**src/rtl/router_pkg.sv**
```systemverilog
package router_pkg;

  localparam int NUM_PORTS = 3;

  typedef logic [7:0] byte_t;
  typedef logic [1:0] port_sel_t;
  typedef logic [NUM_PORTS-1:0] port_vec_t;

  localparam port_sel_t INVALID_PORT = 2'd3;

  // Header byte layout.
  localparam int HDR_PORT_LSB = 0;
  localparam int HDR_PORT_MSB = 1;
  localparam int HDR_LEN_LSB = 2;
  localparam int HDR_LEN_MSB = 7;

  typedef enum logic [3:0] {
    decode_address,
    load_first_data,
    load_data,
    fifo_full_state,
    load_after_full,
    load_parity,
    check_parity_error,
    wait_till_empty,
    drop_packet
  } route_state_t;

endpackage

```
**src/rtl/router_fsm.sv**
```systemverilog
`timescale 1ns/1ns

module router_fsm (
  input  logic                  clk,
  input  logic                  rst,
  input  logic                  pkt_valid,
  input  router_pkg::port_sel_t data_port,
  input  logic                  fifo_full,
  input  router_pkg::port_vec_t fifo_empty,
  input  router_pkg::port_vec_t soft_reset,
  input  logic                  parity_done,
  input  logic                  low_pkt_valid,
  output logic                  write_enb_reg,
  output logic                  detect_addr,
  output logic                  lfd_state,
  output logic                  ld_state,
  output logic                  laf_state,
  output logic                  full_state,
  output logic                  rst_int_reg,
  output logic                  busy
);

  router_pkg::route_state_t state;
  router_pkg::route_state_t state_nxt;
  router_pkg::port_sel_t    port_q;
  logic                     port_flushed;

  // Port of the packet in flight, kept for the empty check and the flush.
  always_ff @(posedge clk) begin
    if (!rst) begin
      port_q <= '0;
    end else if (state == router_pkg::decode_address && pkt_valid) begin
      port_q <= data_port;
    end
  end

  assign port_flushed = (port_q != router_pkg::INVALID_PORT) && soft_reset[port_q];

  always_comb begin
    state_nxt = state;
    case (state)
      router_pkg::decode_address: begin
        if (pkt_valid) begin
          if (data_port == router_pkg::INVALID_PORT) begin
            state_nxt = router_pkg::drop_packet;
          end else if (fifo_empty[data_port]) begin
            state_nxt = router_pkg::load_first_data;
          end else begin
            state_nxt = router_pkg::wait_till_empty;
          end
        end
      end
      router_pkg::drop_packet: begin
        if (!pkt_valid) state_nxt = router_pkg::decode_address;
      end
      router_pkg::wait_till_empty: begin
        if (fifo_empty[port_q]) state_nxt = router_pkg::load_first_data;
      end
      router_pkg::load_first_data: state_nxt = router_pkg::load_data;
      router_pkg::load_data: begin
        if (fifo_full) begin
          state_nxt = router_pkg::fifo_full_state;
        end else if (!pkt_valid) begin
          state_nxt = router_pkg::load_parity;
        end
      end
      router_pkg::load_parity: begin
        state_nxt = fifo_full ? router_pkg::fifo_full_state : router_pkg::check_parity_error;
      end
      router_pkg::fifo_full_state: begin
        if (!fifo_full) state_nxt = router_pkg::load_after_full;
      end
      router_pkg::load_after_full: begin
        // Parity already in dout means this write was the last one.
        if (parity_done) begin
          state_nxt = router_pkg::check_parity_error;
        end else if (low_pkt_valid) begin
          state_nxt = router_pkg::load_parity;
        end else begin
          state_nxt = router_pkg::load_data;
        end
      end
      router_pkg::check_parity_error: state_nxt = router_pkg::decode_address;
      default: state_nxt = router_pkg::decode_address;
    endcase
    if (state != router_pkg::decode_address && state != router_pkg::drop_packet &&
        port_flushed) begin
      state_nxt = router_pkg::decode_address;
    end
  end

  always_ff @(posedge clk) begin
    if (!rst) begin
      state <= router_pkg::decode_address;
    end else begin
      state <= state_nxt;
    end
  end

  assign detect_addr   = (state == router_pkg::decode_address);
  assign lfd_state     = (state == router_pkg::load_first_data);
  assign ld_state      = (state == router_pkg::load_data);
  assign laf_state     = (state == router_pkg::load_after_full);
  assign full_state    = (state == router_pkg::fifo_full_state);
  assign rst_int_reg   = (state == router_pkg::check_parity_error);
  assign write_enb_reg = ld_state || laf_state || (state == router_pkg::load_parity);

  assign busy = lfd_state || full_state || laf_state || rst_int_reg ||
                (state == router_pkg::load_parity) ||
                (state == router_pkg::wait_till_empty);

endmodule

```
**src/rtl/router_reg.sv**
```systemverilog
`timescale 1ns/1ns

module router_reg (
  input  logic               clk,
  input  logic               rst,
  input  logic               pkt_valid,
  input  router_pkg::byte_t  data_in,
  input  logic               fifo_full,
  input  logic               detect_addr,
  input  logic               ld_state,
  input  logic               laf_state,
  input  logic               full_state,
  input  logic               lfd_state,
  input  logic               rst_int_reg,
  output router_pkg::byte_t  dout,
  output logic               err,
  output logic               parity_done,
  output logic               low_pkt_valid
);

  router_pkg::byte_t header;
  router_pkg::byte_t int_reg;
  router_pkg::byte_t int_parity;
  router_pkg::byte_t ext_parity;

  // Parity byte has been taken from the input.
  always_ff @(posedge clk) begin
    if (!rst) begin
      low_pkt_valid <= 1'b0;
    end else if (rst_int_reg || detect_addr) begin
      low_pkt_valid <= 1'b0;
    end else if (ld_state && !pkt_valid) begin
      low_pkt_valid <= 1'b1;
    end
  end

  // Parity byte sits in dout, waiting for its write.
  always_ff @(posedge clk) begin
    if (!rst) begin
      parity_done <= 1'b0;
    end else if (detect_addr) begin
      parity_done <= 1'b0;
    end else if ((ld_state && !fifo_full && !pkt_valid) ||
                 (laf_state && low_pkt_valid && !parity_done)) begin
      parity_done <= 1'b1;
    end
  end

  always_ff @(posedge clk) begin
    if (detect_addr && pkt_valid) header <= data_in;
    if (ld_state && fifo_full) int_reg <= data_in;
  end

  // A byte taken against a full FIFO waits in int_reg.
  always_ff @(posedge clk) begin
    if (lfd_state) begin
      dout <= header;
    end else if (ld_state && !fifo_full) begin
      dout <= data_in;
    end else if (laf_state && !parity_done) begin
      dout <= int_reg;
    end
  end

  always_ff @(posedge clk) begin
    if (detect_addr) begin
      int_parity <= '0;
    end else if (lfd_state) begin
      int_parity <= header;
    end else if (ld_state && pkt_valid) begin
      int_parity <= int_parity ^ data_in;
    end
  end

  always_ff @(posedge clk) begin
    if (ld_state && !pkt_valid) ext_parity <= data_in;
  end

  always_ff @(posedge clk) begin
    if (!rst) begin
      err <= 1'b0;
    end else if (detect_addr && pkt_valid) begin
      err <= 1'b0;
    end else if (parity_done && !full_state) begin
      err <= (int_parity != ext_parity);
    end
  end

endmodule

```
**src/rtl/router_sync.sv**
```systemverilog
`timescale 1ns/1ns

module router_sync #(
  parameter int SOFT_RESET_CYCLES = 30
) (
  input  logic                  clk,
  input  logic                  rst,
  input  logic                  detect_addr,
  input  router_pkg::port_sel_t data_port,
  input  logic                  write_enb_reg,
  input  router_pkg::port_vec_t read_enb,
  input  router_pkg::port_vec_t full,
  input  router_pkg::port_vec_t empty,
  output router_pkg::port_vec_t write_enb,
  output logic                  fifo_full,
  output router_pkg::port_vec_t vld_out,
  output router_pkg::port_vec_t soft_reset
);

  localparam int CW = $clog2(SOFT_RESET_CYCLES + 1);

  router_pkg::port_sel_t port_q;
  logic [CW-1:0]         timer [router_pkg::NUM_PORTS];

  always_ff @(posedge clk) begin
    if (!rst) begin
      port_q <= '0;
    end else if (detect_addr) begin
      port_q <= data_port;
    end
  end

  always_comb begin
    write_enb = '0;
    fifo_full = 1'b0;
    if (port_q != router_pkg::INVALID_PORT) begin
      write_enb[port_q] = write_enb_reg;
      fifo_full = full[port_q];
    end
  end

  assign vld_out = ~empty;

  // Idle timers, one per port.
  always_ff @(posedge clk) begin
    if (!rst) begin
      soft_reset <= '0;
      for (int i = 0; i < router_pkg::NUM_PORTS; i++) begin
        timer[i] <= '0;
      end
    end else begin
      for (int i = 0; i < router_pkg::NUM_PORTS; i++) begin
        if (vld_out[i] && !read_enb[i]) begin
          if (timer[i] == CW'(SOFT_RESET_CYCLES - 1)) begin
            soft_reset[i] <= 1'b1;
            timer[i] <= '0;
          end else begin
            soft_reset[i] <= 1'b0;
            timer[i] <= timer[i] + 1'b1;
          end
        end else begin
          soft_reset[i] <= 1'b0;
          timer[i] <= '0;
        end
      end
    end
  end

endmodule

```
**src/rtl/router_fifo.sv**
```systemverilog
`timescale 1ns/1ns

module router_fifo #(
  parameter int FIFO_DEPTH = 16
) (
  input  logic              clk,
  input  logic              rst,
  input  logic              soft_reset,
  input  logic              write_enb,
  input  logic              read_enb,
  input  router_pkg::byte_t data_in,
  output router_pkg::byte_t data_out,
  output logic              full,
  output logic              empty
);

  localparam int PW = (FIFO_DEPTH > 1) ? $clog2(FIFO_DEPTH) : 1;
  localparam int CNTW = $clog2(FIFO_DEPTH + 1);

  router_pkg::byte_t mem [FIFO_DEPTH];
  logic [PW-1:0]     wr_ptr;
  logic [PW-1:0]     rd_ptr;
  logic [CNTW-1:0]   count;
  logic              do_wr;
  logic              do_rd;

  assign full  = (count == CNTW'(FIFO_DEPTH));
  assign empty = (count == '0);
  assign do_wr = write_enb && !full;
  assign do_rd = read_enb && !empty;

  function automatic logic [PW-1:0] next_ptr(input logic [PW-1:0] ptr);
    next_ptr = (ptr == PW'(FIFO_DEPTH - 1)) ? '0 : ptr + 1'b1;
  endfunction

  always_ff @(posedge clk) begin
    if (do_wr) mem[wr_ptr] <= data_in;
  end

  always_ff @(posedge clk) begin
    if (!rst || soft_reset) begin
      wr_ptr <= '0;
      rd_ptr <= '0;
      count  <= '0;
    end else begin
      if (do_wr) wr_ptr <= next_ptr(wr_ptr);
      if (do_rd) rd_ptr <= next_ptr(rd_ptr);
      // Simultaneous push and pop leave the count alone.
      if (do_wr && !do_rd) begin
        count <= count + 1'b1;
      end else if (do_rd && !do_wr) begin
        count <= count - 1'b1;
      end
    end
  end

  // Popped byte shows one cycle after read_enb.
  always_ff @(posedge clk) begin
    if (!rst || soft_reset) begin
      data_out <= '0;
    end else if (do_rd) begin
      data_out <= mem[rd_ptr];
    end
  end

endmodule

```
**src/rtl/router_top.sv**
```systemverilog
`timescale 1ns/1ns

module router_top #(
  parameter int FIFO_DEPTH = 16,
  parameter int SOFT_RESET_CYCLES = 30
) (
  input  logic                  clk,
  input  logic                  rst,
  input  logic                  pkt_valid,
  input  router_pkg::byte_t     data_in,
  input  router_pkg::port_vec_t read_enb,
  output router_pkg::byte_t     data_out_0,
  output router_pkg::byte_t     data_out_1,
  output router_pkg::byte_t     data_out_2,
  output router_pkg::port_vec_t vld_out,
  output logic                  err,
  output logic                  busy
);

  router_pkg::byte_t     dout;
  router_pkg::port_vec_t write_enb;
  router_pkg::port_vec_t full;
  router_pkg::port_vec_t empty;
  router_pkg::port_vec_t soft_reset;
  logic                  fifo_full;
  logic                  write_enb_reg;
  logic                  detect_addr;
  logic                  lfd_state;
  logic                  ld_state;
  logic                  laf_state;
  logic                  full_state;
  logic                  rst_int_reg;
  logic                  parity_done;
  logic                  low_pkt_valid;

  router_fsm fsm0 (
    .clk           (clk),
    .rst           (rst),
    .pkt_valid     (pkt_valid),
    .data_port     (data_in[router_pkg::HDR_PORT_MSB:router_pkg::HDR_PORT_LSB]),
    .fifo_full     (fifo_full),
    .fifo_empty    (empty),
    .soft_reset    (soft_reset),
    .parity_done   (parity_done),
    .low_pkt_valid (low_pkt_valid),
    .write_enb_reg (write_enb_reg),
    .detect_addr   (detect_addr),
    .lfd_state     (lfd_state),
    .ld_state      (ld_state),
    .laf_state     (laf_state),
    .full_state    (full_state),
    .rst_int_reg   (rst_int_reg),
    .busy          (busy)
  );

  router_reg reg0 (
    .clk           (clk),
    .rst           (rst),
    .pkt_valid     (pkt_valid),
    .data_in       (data_in),
    .fifo_full     (fifo_full),
    .detect_addr   (detect_addr),
    .ld_state      (ld_state),
    .laf_state     (laf_state),
    .full_state    (full_state),
    .lfd_state     (lfd_state),
    .rst_int_reg   (rst_int_reg),
    .dout          (dout),
    .err           (err),
    .parity_done   (parity_done),
    .low_pkt_valid (low_pkt_valid)
  );

  router_sync #(
    .SOFT_RESET_CYCLES (SOFT_RESET_CYCLES)
  ) sync0 (
    .clk           (clk),
    .rst           (rst),
    .detect_addr   (detect_addr),
    .data_port     (data_in[router_pkg::HDR_PORT_MSB:router_pkg::HDR_PORT_LSB]),
    .write_enb_reg (write_enb_reg),
    .read_enb      (read_enb),
    .full          (full),
    .empty         (empty),
    .write_enb     (write_enb),
    .fifo_full     (fifo_full),
    .vld_out       (vld_out),
    .soft_reset    (soft_reset)
  );

  router_fifo #(.FIFO_DEPTH(FIFO_DEPTH)) fifo0 (
    .clk(clk), .rst(rst), .soft_reset(soft_reset[0]), .write_enb(write_enb[0]),
    .read_enb(read_enb[0]), .data_in(dout), .data_out(data_out_0),
    .full(full[0]), .empty(empty[0])
  );

  router_fifo #(.FIFO_DEPTH(FIFO_DEPTH)) fifo1 (
    .clk(clk), .rst(rst), .soft_reset(soft_reset[1]), .write_enb(write_enb[1]),
    .read_enb(read_enb[1]), .data_in(dout), .data_out(data_out_1),
    .full(full[1]), .empty(empty[1])
  );

  router_fifo #(.FIFO_DEPTH(FIFO_DEPTH)) fifo2 (
    .clk(clk), .rst(rst), .soft_reset(soft_reset[2]), .write_enb(write_enb[2]),
    .read_enb(read_enb[2]), .data_in(dout), .data_out(data_out_2),
    .full(full[2]), .empty(empty[2])
  );

endmodule

```
**config.mk**
```make
export PLATFORM = sky130hd
export DESIGN_NAME = router_top
export DESIGN_NICKNAME = d
export VERILOG_FILES = /design/src/rtl/router_pkg.sv /design/src/rtl/router_fsm.sv /design/src/rtl/router_reg.sv /design/src/rtl/router_sync.sv /design/src/rtl/router_fifo.sv /design/src/rtl/router_top.sv
export SDC_FILE = /design/constraint.sdc
export NUM_CORES = 1
export LEC_CHECK = 0
export BUFFER_PORTS_ARGS = -buffer_cell sky130_fd_sc_hd__clkbuf_2
export CAP_MARGIN = 10
export CORE_UTILIZATION = 37
export DETAILED_ROUTE_END_ITERATION = 10
export PLACE_DENSITY_LB_ADDON = 0.2
export SLEW_MARGIN = 20
export SYNTH_ARGS = -nofsm -noshare
export SYNTH_HDL_FRONTEND = slang
export SYNTH_SLANG_ARGS = --single-unit
```
**constraint.sdc**
```tcl
create_clock -name clk -period 4.25 [get_ports clk]
set_clock_uncertainty 0.15 [all_clocks]
set_input_delay 0 -clock clk [delete_from_list [all_inputs] [get_ports clk]]
set_output_delay 0 -clock clk [all_outputs]
set_load 0.1 [all_outputs]
```
==> qor.yml, run 1 <==
placed_design:
  post_dp_cell_area_um2: 22200
  port_buffers: 42
  gp_congestion: 0.797
  dp_hpwl_um: 28600
logic_synthesis:
  netlist.area_leader.share: 0.616
  synth.area.top_cells: "edfxtp_1, mux4_2, dfxtp_1, a21oi_1, ha_1"
  synth-seq-area-share: 0.697
  synth_area_leader_cell: "edfxtp_1"
  synthArstFlopShare: 0
  ys_seq_elements: 516
  ys.warnings.count: 0
  synth_flop_cell: "edfxtp_1"
  synthesis.area_um2: 21000
  ys_types: 58
  synthCells: 1268
  syn_avg_cell_area_um2: 16.6
  synth_edf_count: 431
power:
  p_comb_frac: 0.275
  p_sw_w: 0.00537
  switching_share: 0.333
  intPower_w: 0.0108
  seqPwrFrac: 0.430
  power.density_nw_per_um2: 667
  max-vdd-ir-drop_uv: 464
  power.leakage_nw: 7.79
  power_frac_clock: 0.295
routing:
  vias: 11168
  dr.first_iter.drc_count: 767
  viasPerCell: 5.17
  detail_route.wl_per_cell_um: 21.4
  ant_nets: 0
  drcViolationCount: 0
  drt-total-wl_um: 46300
  dr.pass1.iters: 5
run_status:
  status: "finished clean"
timing:
  setup-violations-final: 0
  final-max-slew-violation-count: 0
  rsz0062_at_grt: "false"
  period_minus_slack_ns: 3.74
  hold_violations: 0
  max-slew-margin-rel: 0.292
  fmax_mhz: 268
  final.period_utilization: 0.880
  tightest_slew_ns: 1.06
  setup-tns-final_ns: 0
floorplanning:
  die_y_um: 240
  start_util: 0.377
  row_count: 86
  die_width_um: 240
  die_area_um2: 57700
  core_um2: 55600
  pin_count: 43
clock_network:
  numCtsBuffers: 54
  root_buffer: "clkbuf_16"
  htree_levels: 2
  cts_sinks: 516
  cts.path.max_buffers: 3
  clk_pin_slew_ns: 0.06
  clk_latency_ns: 0.61
  cts_tree: "done"
worst_setup_path:
  r2r_start: "fsm0.state[1]$_SDFFE_PP0P_"
  worst_ep_arrival_time_ns: 4.09
  worstPathRequired_ns: 4.61
  start_kind: "flip-flop"
  crit_type: "flip-flop to flip-flop"
  rr_worst_depth: 12
  critPathMaxFanout: 12
  worstSetupEndpointType: "flip-flop"
  regToRegSetupSlack_ns: 0.51
  rr_endpoint: "fifo1.count[4]$_SDFFE_PP0P_"
min_path:
  hold_path_class: "primary input to flip-flop"
  min_to: "reg0.ext_parity[7]$_DFFE_PP_"
  min-delay-start: "data_in[7]"
  hold_depth: 2
grt:
  grt_max_degree: 49
  grt_pass1_wl_um: 70000
  track_usage: 0.165
  antenna_found_initial: 0
  grt_pass1_vias: 11255
  grt-ovfl-total: 0
layout:
  final_nets: 1419
  post_route_cells_drive_above_1_share: 0.202
  area_delta_synth_final_pct: 15.2
  fin_area_um2: 24200
  biggestRegsByFlops: "fifo0.mem x128, fifo1.mem x128, fifo2.mem x128"
  antenna-diode-count: 0
  fillers: 4947
flow_run:
  drv_cap: 0
how the worst max path moves through the flow:
stage / to / from
global route: fifo2.count[4]$_SDFFE_PP0P_ / fsm0.state[2]$_SDFFE_PP0P_
floorplan: fifo2.count[4]$_SDFFE_PP0P_ / fsm0.state[0]$_SDFFE_PP0P_
finish: fifo1.count[4]$_SDFFE_PP0P_ / fsm0.state[1]$_SDFFE_PP0P_
detailed placement: fifo1.count[4]$_SDFFE_PP0P_ / fsm0.state[1]$_SDFFE_PP0P_
CTS: fifo1.count[4]$_SDFFE_PP0P_ / fsm0.state[1]$_SDFFE_PP0P_
global placement: fifo1.count[4]$_SDFFE_PP0P_ / fsm0.state[1]$_SDFFE_PP0P_
worst max-delay path, stage by stage, from the launching register on:
cell	delay, ns
dfxtp_1	0.30
buf_4	0.16
or3b_4	0.43
a2111oi_4	0.52
and2_0	0.35
ha_1	0.25
inv_1	0.12
fa_1	0.47
a21o_1	0.17
a21oi_1	0.19
xnor2_1	0.09
or3_1	0.30
a21oi_1	0.14
metal layers:
metal	track usage	routed length (µm)	vias to the layer above
li1	-	-	5111
met1	0.231	21100	5768
met2	0.263	22100	222
met3	0.0245	1920	67
met4	0.0567	1120	0
met5	0	0	-
layout by cell type, fill, tap and decap left out, types with 15 or more instances in the layout:
master	netlist	final
nand2b_1	15	15
conb_1	1	15
dfxtp_1	85	82
xnor2_1	20	20
inv_1	22	22
mux4_2	120	120
xor2_1	23	23
mux2i_1	17	17
clkbuf_16	0	54
nand2_1	109	109
dlygate4sd3_1	0	20
a21oi_1	87	87
buf_4	0	35
edfxtp_1	431	431
ha_1	33	33
clkbuf_2	0	42
nor2_1	96	96
clkbuf_1	45	16
nor3_1	20	20
kinds of logic after synthesis:
family / count (synthesis) / share of synthesized area
AOI/OAI and AO/OA: 142 / 0.0408
and+or+nand+nor: 303 / 0.0667
xor gates and xnor gates: 43 / 0.0179
other: 1 / 0.000179
adders and majority gates: 36 / 0.0225
buffers and inverters: 90 / 0.0175
muxes: 137 / 0.137
DFF: 516 / 0.697
final cells by class:
class | instances | area [µm²] | area share
clock buffer | 72 | 1440 | 0.0595
tap | 748 | 936 | 0.0387
sequential | 516 | 14600 | 0.606
multi-input combinational | 676 | 6060 | 0.250
clock inverter | 26 | 329 | 0.0136
timing repair buffer | 98 | 693 | 0.0287
inverter | 23 | 86.3 | 0.00357
power groups by stage:
stage | combinational, W | clock [W] | sequential [W]
after floorplan | 0.00260 | 0 | 0.00746
after global placement | 0.00443 | 0 | 0.00703
after detailed placement | 0.00449 | 0 | 0.00705
after CTS | 0.00452 | 0.00486 | 0.00695
after global routing | 0.00481 | 0.00504 | 0.00700
final | 0.00444 | 0.00475 | 0.00693
synthesized netlist by cell type, drive strengths merged (2+ instances only):
master	count
edfxtp	431
mux4	120
nand2	109
nor2	96
a21oi	87
dfxtp	85
clkbuf	45
ha	33
xor2	23
buf	22
inv	22
nor3	22
xnor2	20
mux2i	17
nand2b	15
a211oi	13
nand3	12
o21ai	10
or3	8
a31oi	7
nor4	7
a21o	6
nand4	6
or4	5
nor2b	4
and2	3
and4b	3
fa	3
nand3b	3
nor4b	3
o21a	3
o31ai	3
a41oi	2
nand4b	2
o41ai	2
what timing repair did:
action,4_1_cts,5_1_grt
setup endpoints to repair,0,0
gates resized for setup,0,0
hold endpoints to repair,111,0
hold buffers,20,0
buffers inserted,0,0
stage by stage:
step                       util  total power [W]  std cells  hold WS, ns  worst slack [ns]
final                     0.435           0.0161       2159       0.0389             0.512
after global routing      0.435           0.0169       2159       0.0315             0.233
after CTS                 0.435           0.0163       2159      0.00722             0.513
after detailed placement  0.399           0.0115       2041       0.0957             0.530
after global placement    0.399           0.0115       2041       0.0916             0.570
after floorplan               -           0.0101       1282      -0.0733             0.952
Note: power is estimated with default switching activity, not from simulation.
==> run 2: changes to the inputs <==
--- a/config.mk
+++ b/config.mk
@@ -5,8 +5,10 @@
 export SDC_FILE = /design/constraint.sdc
 export NUM_CORES = 1
 export LEC_CHECK = 0
+export ABC_AREA = 1
 export BUFFER_PORTS_ARGS = -buffer_cell sky130_fd_sc_hd__clkbuf_2
 export CAP_MARGIN = 10
+export CORE_MARGIN = 1
 export CORE_UTILIZATION = 37
 export DETAILED_ROUTE_END_ITERATION = 10
 export PLACE_DENSITY_LB_ADDON = 0.2
==> run 2 against run 1 <==
  * Maximum frequency is 23% higher
  * Wire length is 13% higher
  * Global-route usage up 1.2 points
  * Largest power group unchanged
==> qor.yml, run 2 <==
logic_synthesis:
  synth.area.top_cells: "edfxtp_1, dfxtp_1, nor2_1, o21ai_0, nand2_1"
  syn_avg_cell_area_um2: 11.5
  synth-seq-area-share: 0.687
  synth_edf_count: 431
  synth_flop_cell: "edfxtp_1"
  synth_commonest_cells: "edfxtp_1, nor2_1, o21ai_0, nand2_1, inv_1"
  synthArstFlopShare: 0
  yosysMostFrequentCell: "edfxtp_1"
  synthesis.area_um2: 21300
  synth-compound-area-share: 0.121
  ys_types: 45
  synth.area.mux_share: 0
  ys.warnings.count: 0
  netlist.area_leader.share: 0.607
  synthAdderAreaFrac: 0.0222
  synth_top_family_by_area: "simple AND/OR/NAND/NOR gates"
  ys_seq_elements: 516
  yosys.area_share.simple: 0.126
  synthCells: 1847
  synth_xor_area_frac: 0.0107
  synth_area_leader_cell: "edfxtp_1"
grt:
  antenna_found_initial: 0
  grt_max_degree: 68
  grt-ovfl-total: 0
  track_usage: 0.177
  grt_pass1_wl_um: 80900
  grt_pass1_vias: 13854
worst_setup_path:
  worst_ep_arrival_time_ns: 3.38
  slowest_stage: "fa_1"
  rr_worst_depth: 17
  critPathMaxFanout: 7
  max_stage_delay_ns: 0.47
  worstPathRequired_ns: 4.60
  regToRegSetupSlack_ns: 1.22
  cpMostUsedCell: "nor2_1"
  start_kind: "flip-flop"
  r2r_start: "fsm0.state[2]$_SDFFE_PP0P_"
  worstSetupEndpointType: "flip-flop"
  rr_endpoint: "fifo2.count[4]$_SDFFE_PP0P_"
  cp_cell_sequence: "inv_2 -> nor2_4 -> nand2_1 -> nand2_8 -> nand3_4 -> inv_2 -> ha_1 -> inv_1 -> fa_1 -> a21oi_1 -> nor2_1 -> nor2_1 -> nor2_1 -> nor2_1 -> nand2_1 -> o21ai_0 -> a21oi_1"
  crit_type: "flip-flop to flip-flop"
min_path:
  min_to: "reg0.header[3]$_DFFE_PP_"
  min-delay-start: "data_in[3]"
  hold_depth: 2
  hold_path_class: "primary input to flip-flop"
routing:
  ant_nets: 0
  vias: 14058
  dr.pass1.iters: 6
  drcViolationCount: 0
  viasPerCell: 5.15
  drt-total-wl_um: 52200
  detail_route.wl_per_cell_um: 19.1
  dr.first_iter.drc_count: 1230
placed_design:
  dp_cells: 2605
  gp_congestion: 0.848
  dp_hpwl_um: 31500
  port_buffers: 42
  detailedPlace.worstSlack_ns: 1.25
timing:
  rsz0062_at_grt: "false"
  period_minus_slack_ns: 3.03
  tightest_slew_ns: 1.09
  hold_violations: 0
  fmax_mhz: 330
  final-max-slew-violation-count: 0
  fin_ws_ns: 1.22
  max-slew-margin-rel: 0.271
  setup-tns-final_ns: 0
  setup-violations-final: 0
  final.period_utilization: 0.713
power:
  power.leakage_nw: 8.64
  max-vdd-ir-drop_uv: 410
  power_frac_clock: 0.301
  p_sw_w: 0.00637
  intPower_w: 0.0111
  report.power.total_w: 0.0174
  switching_share: 0.365
  p_comb_frac: 0.304
  power.density_nw_per_um2: 708
  seqPwrFrac: 0.395
clock_network:
  cts_tree: "done"
  htree_levels: 2
  clk_pin_slew_ns: 0.06
  cts.path.max_buffers: 3
  numCtsBuffers: 55
  post_cts_resize_count: 0
  clk_latency_ns: 0.60
  root_buffer: "clkbuf_16"
  cts_sinks: 516
layout:
  final_common_cell: "edfxtp_1"
  area_delta_synth_final_pct: 15.7
  utilization: 0.436
  finalNonFillerCells: 2728
  post_route_cells_drive_above_1_share: 0.0974
  final_nets: 1976
  biggestRegsByFlops: "fifo0.mem x128, fifo1.mem x128, fifo2.mem x128"
  antenna-diode-count: 0
  final_cell_mix: "edfxtp_1, nor2_1, o21ai_0"
floorplanning:
  core_um2: 56600
  pin_count: 43
  die_width_um: 242
  die_area_um2: 58600
  row_count: 87
  die_y_um: 242
  start_util: 0.377
flow_run:
  drv_cap: 0
run_status:
  status: "finished clean"
run 2: changes by cell type in the layout (fill, tap and decap cells not counted), moves of 53 or more:
cell and change:
nor2_1 +256, o22ai_1 +53, inv_1 +64, nand2_1 +67
mux4_2 -120, o21ai_0 +233
run 2: power groups by stage:
stage | clock network, W | registers (W) | logic, W
CTS | 0.00536 | 0.00695 | 0.00524
finish | 0.00525 | 0.00690 | 0.00530
global route | 0.00555 | 0.00695 | 0.00582
detailed placement | 0 | 0.00706 | 0.00521
floorplan | 0 | 0.00774 | 0.00281
global placement | 0 | 0.00709 | 0.00508
run 2: metrics by stage:
step	cell area (µm²)	hold WS [ns]
final	24700	0.0445
after global routing	24700	0.0284
after CTS	24600	0.0123
after detailed placement	22400	0.106
after global placement	22400	0.104
after floorplan	21400	-0.0511
run 2: how the worst max path moves through the flow:
| stage | start | endpoint | slack [ns] | cells past startpoint |
|---|---|---|---|---|
| after floorplan | fifo2.count[1]$_SDFFE_PP0P_ | fifo2.count[4]$_SDFFE_PP0P_ | 0.78 | 14 |
| final | fsm0.state[2]$_SDFFE_PP0P_ | fifo2.count[4]$_SDFFE_PP0P_ | 1.22 | 17 |
| after CTS | fsm0.state[2]$_SDFFE_PP0P_ | fifo2.count[4]$_SDFFE_PP0P_ | 1.21 | 17 |
| after global placement | fsm0.state[2]$_SDFFE_PP0P_ | fifo2.count[4]$_SDFFE_PP0P_ | 1.33 | 17 |
| after detailed placement | fsm0.state[2]$_SDFFE_PP0P_ | fifo2.count[4]$_SDFFE_PP0P_ | 1.25 | 17 |
| after global routing | fsm0.state[3]$_SDFFE_PP0P_ | fifo2.count[4]$_SDFFE_PP0P_ | 0.94 | 18 |
run 2: critical path: cells and delay by family, from the launching register on:
| family | cells | cell delay (ns) |
|---|---|---|
| and+or+nand+nor | 9 | 1.00 |
| adders and majority gates | 2 | 0.67 |
| DFF | 1 | 0.43 |
| AOI/OAI and AO/OA | 3 | 0.34 |
| buffers and inverters | 3 | 0.32 |
run 2: kinds of logic (layout without fill, tap and decap cells):
kind of cell             Yosys count  count (layout)
buffers and inverters            180             291
other                              1              15
adder cells (fa/ha/maj)           36              36
AO/OA/AOI/OAI                    453             453
XOR/XNOR                          26              26
AND/OR/NAND/NOR                  635             635
flip-flops                       516             516
run 2: layer usage:
layer	part of all wire	routed length [µm]	vias to the layer above	global-route usage
met4	0.030	1550	0	0.0625
met3	0.050	2590	80	0.0307
met5	0	0	-	0
met2	0.47	24700	367	0.290
met1	0.45	23400	6813	0.237
li1	-	-	6798	-
run 2: timing repair:
action | CTS | global route
setup buffers | 0 | 0
hold buffers | 18 | 0
endpoints found under the hold margin | 95 | 0
setup endpoints to repair | 0 | 0
run 2: final cells by class:
class                           instances  area, µm²
Fill cell                            5306      31900
Sequential cell                       516      14600
Multi-Input combinational cell       1165       6030
Clock buffer                           78       1600
Tap cell                              756        946
Timing Repair Buffer                   87        644
Clock inverter                         25        412
Inverter                              101        379
==> run 3: changes to the inputs <==
==> constraint.sdc (replaced) <==
create_clock -name clk -period 2.87 [get_ports clk]
set_clock_uncertainty 0.15 [all_clocks]
set_input_delay 0 -clock clk [delete_from_list [all_inputs] [get_ports clk]]
set_output_delay 0 -clock clk [all_outputs]
set_load 0.1 [all_outputs]
==> run 3 against run 2 <==
  * Global-route usage down 0.11 points
  * Core utilization rose by 0.71 points
  * Cell count up 2.6%
  * Register-to-register slack worse by 1.1 ns
  * Sequential share of layout area down 0.93 points
  * First-iteration DRC count decreased by 2.5%
  * Combinational power rose by 53%
  * Worst hold slack worse by 0.0068 ns
  * Largest cell class unchanged
  * Clock power rose by 34%
  * Critical endpoint is now fifo0.count[4]$_SDFFE_PP0P_
  * Die area stayed put
  * Highest routed layer unchanged
  * Setup slack got worse by 1.1 ns
==> qor.yml, run 3 (synthesis results as in run 2) <==
worst_setup_path:
  crit_type: "flip-flop to flip-flop"
  rr_endpoint: "fifo0.count[4]$_SDFFE_PP0P_"
  startpoint: "fsm0.state[0]$_SDFFE_PP0P_"
  worst_ep_arrival_time_ns: 3.05
  cpMostUsedCell: "nor2_1"
  cp_cell_sequence: "inv_2 -> nor2_2 -> nand2_1 -> nand2_2 -> inv_2 -> nand2_8 -> nand2_8 -> nor2_8 -> ha_1 -> inv_1 -> ha_1 -> a21oi_1 -> nor2_1 -> nor2_1 -> nor2_1 -> nor2_1 -> nand2_1 -> o21ai_0 -> a21oi_1"
  max_stage_delay_ns: 0.36
  slowest_stage: "ha_1"
  r2r_start: "fsm0.state[0]$_SDFFE_PP0P_"
  rr_worst_depth: 19
  worstSetupEndpointType: "flip-flop"
  critPathCapture: "fifo0.count[4]$_SDFFE_PP0P_"
  start_kind: "flip-flop"
  critPathMaxFanout: 5
  regToRegSetupSlack_ns: 0.16
  worstPathRequired_ns: 3.21
clock_network:
  root_buffer: "clkbuf_16"
  cts.path.max_buffers: 3
  post_cts_buffers: 0
  clk_latency_ns: 0.61
  htree_levels: 2
  cts_tree: "done"
  clk_pin_slew_ns: 0.06
  numCtsBuffers: 55
  cts_sinks: 516
layout:
  post_route_cells_drive_above_1_share: 0.135
  antenna-diode-count: 0
  final_common_cell: "edfxtp_1"
  biggestRegsByFlops: "fifo0.mem x128, fifo1.mem x128, fifo2.mem x128"
  final_nets: 2047
  area_delta_synth_final_pct: 17.6
  fin_area_um2: 25100
  final_cell_mix: "edfxtp_1, nor2_1, o21ai_0"
min_path:
  hold_path_class: "primary input to flip-flop"
grt:
  antenna_found_initial: 0
  track_usage: 0.176
  grt-ovfl-total: 0
  grt_pass1_wl_um: 80800
  grt_pass1_vias: 14066
  grt_max_degree: 66
timing:
  setup-violations-final: 0
  tightest_slew_ns: 0.826
  period_minus_slack_ns: 2.71
  max-slew-margin-rel: 0.449
  final-max-slew-violation-count: 0
  fmax_mhz: 369
  hold_violations: 0
  final.period_utilization: 0.944
routing:
  dr.pass1.iters: 5
  dr.first_iter.drc_count: 1199
  detail_route.wl_per_cell_um: 18.6
  drt-total-wl_um: 52000
  ant_nets: 0
  viasPerCell: 5.15
  drcViolationCount: 0
  vias: 14432
power:
  p_comb_frac: 0.319
  max-vdd-ir-drop_uv: 689
  intPower_w: 0.0158
  power.leakage_nw: 8.92
  p_sw_w: 0.00948
  power_frac_clock: 0.279
  power.density_nw_per_um2: 1010
  switching_share: 0.375
  seqPwrFrac: 0.402
  report.power.total_w: 0.0253
floorplanning:
  pin_count: 43
  die_width_um: 242
  row_count: 87
  start_util: 0.377
  die_y_um: 242
  core_um2: 56600
  die_area_um2: 58600
run_status:
  status: "finished clean"
placed_design:
  post_dp_cell_area_um2: 23000
  gp_congestion: 0.855
  port_buffers: 42
  dp_hpwl_um: 32100
flow_run:
  drv_cap: 0
==> run 3: cell types whose count changed in the layout (fill, tap and decap cells not counted), sizes merged <==
| cell | delta |
|---|---|
| inv | +2 |
| clkbuf | -2 |
| buf | +70 |
| clkinv | +7 |
| bufinv | -6 |
| dlygate4sd3 | +1 |
==> run 3: final cells by class <==
class | count | area [µm²]
Clock buffer | 76 | 1510
Clock inverter | 28 | 299
Tap cell | 756 | 946
Inverter | 101 | 382
Multi-Input combinational cell | 1165 | 6110
Sequential cell | 516 | 14700
Fill cell | 5338 | 31500
Timing Repair Buffer | 158 | 1170
==> run 3: per-stage QoR <==
| step | setup slack, ns | std cells | utilization | setup TNS [ns] | hold WS [ns] |
|---|---|---|---|---|---|
| finish | 0.161 | 2800 | 0.443 | 0 | 0.0377 |
| global route | -0.0554 | 2800 | 0.443 | -0.0760 | 0.0111 |
| CTS | 0.0205 | 2800 | 0.442 | 0 | 0.00475 |
| detailed placement | 0.000572 | 2677 | 0.406 | 0 | 0.100 |
| global placement | 0.0570 | 2677 | 0.406 | 0 | 0.0946 |
| floorplan | 0.0548 | 1861 | - | 0 | -0.0511 |
==> run 3: power by group through the flow <==
stage,Combinational (W),Clock (W),Sequential (W)
global placement,0.00793,0,0.0103
finish,0.00809,0.00706,0.0102
detailed placement,0.00802,0,0.0103
floorplan,0.00420,0,0.0115
CTS,0.00807,0.00722,0.0102
global route,0.00888,0.00752,0.0103
==> run 3: worst max-delay path, delay by kind of cell (launching register included) <==
family / cells / cell delay [ns]
and+or+nand+nor: 11 / 0.91
adders and majority gates: 2 / 0.55
AOI/OAI and AO/OA: 3 / 0.38
DFF: 1 / 0.35
buffers and inverters: 3 / 0.24
==> run 3: timing repair <==
action,4_1_cts,5_1_grt
gates resized for setup,1,20
hold buffers,19,0
hold endpoints to repair,102,0
endpoints found under the setup margin,1,6
==> run 3: worst min path at each step <==
stage,start,end,slack (ns),cells after the start
final,data_in[3],reg0.header[3]$_DFFE_PP_,0.04,2
after global routing,data_in[5],reg0.int_reg[5]$_DFFE_PP_,0.01,2
after CTS,data_in[3],reg0.int_reg[3]$_DFFE_PP_,0.005,2
after detailed placement,data_in[2],reg0.ext_parity[2]$_DFFE_PP_,0.10,1
after global placement,data_in[2],reg0.ext_parity[2]$_DFFE_PP_,0.09,1
after floorplan,data_in[0],reg0.ext_parity[0]$_DFFE_PP_,-0.05,0
==> run 3: layer usage <==
metal / global-route usage / part of all wire / vias up
met5: 0 / 0 / -
met4: 0.0508 / 0.024 / 0
met3: 0.0288 / 0.050 / 84
met2: 0.287 / 0.47 / 355
met1: 0.243 / 0.45 / 7065
li1: - / - / 6928
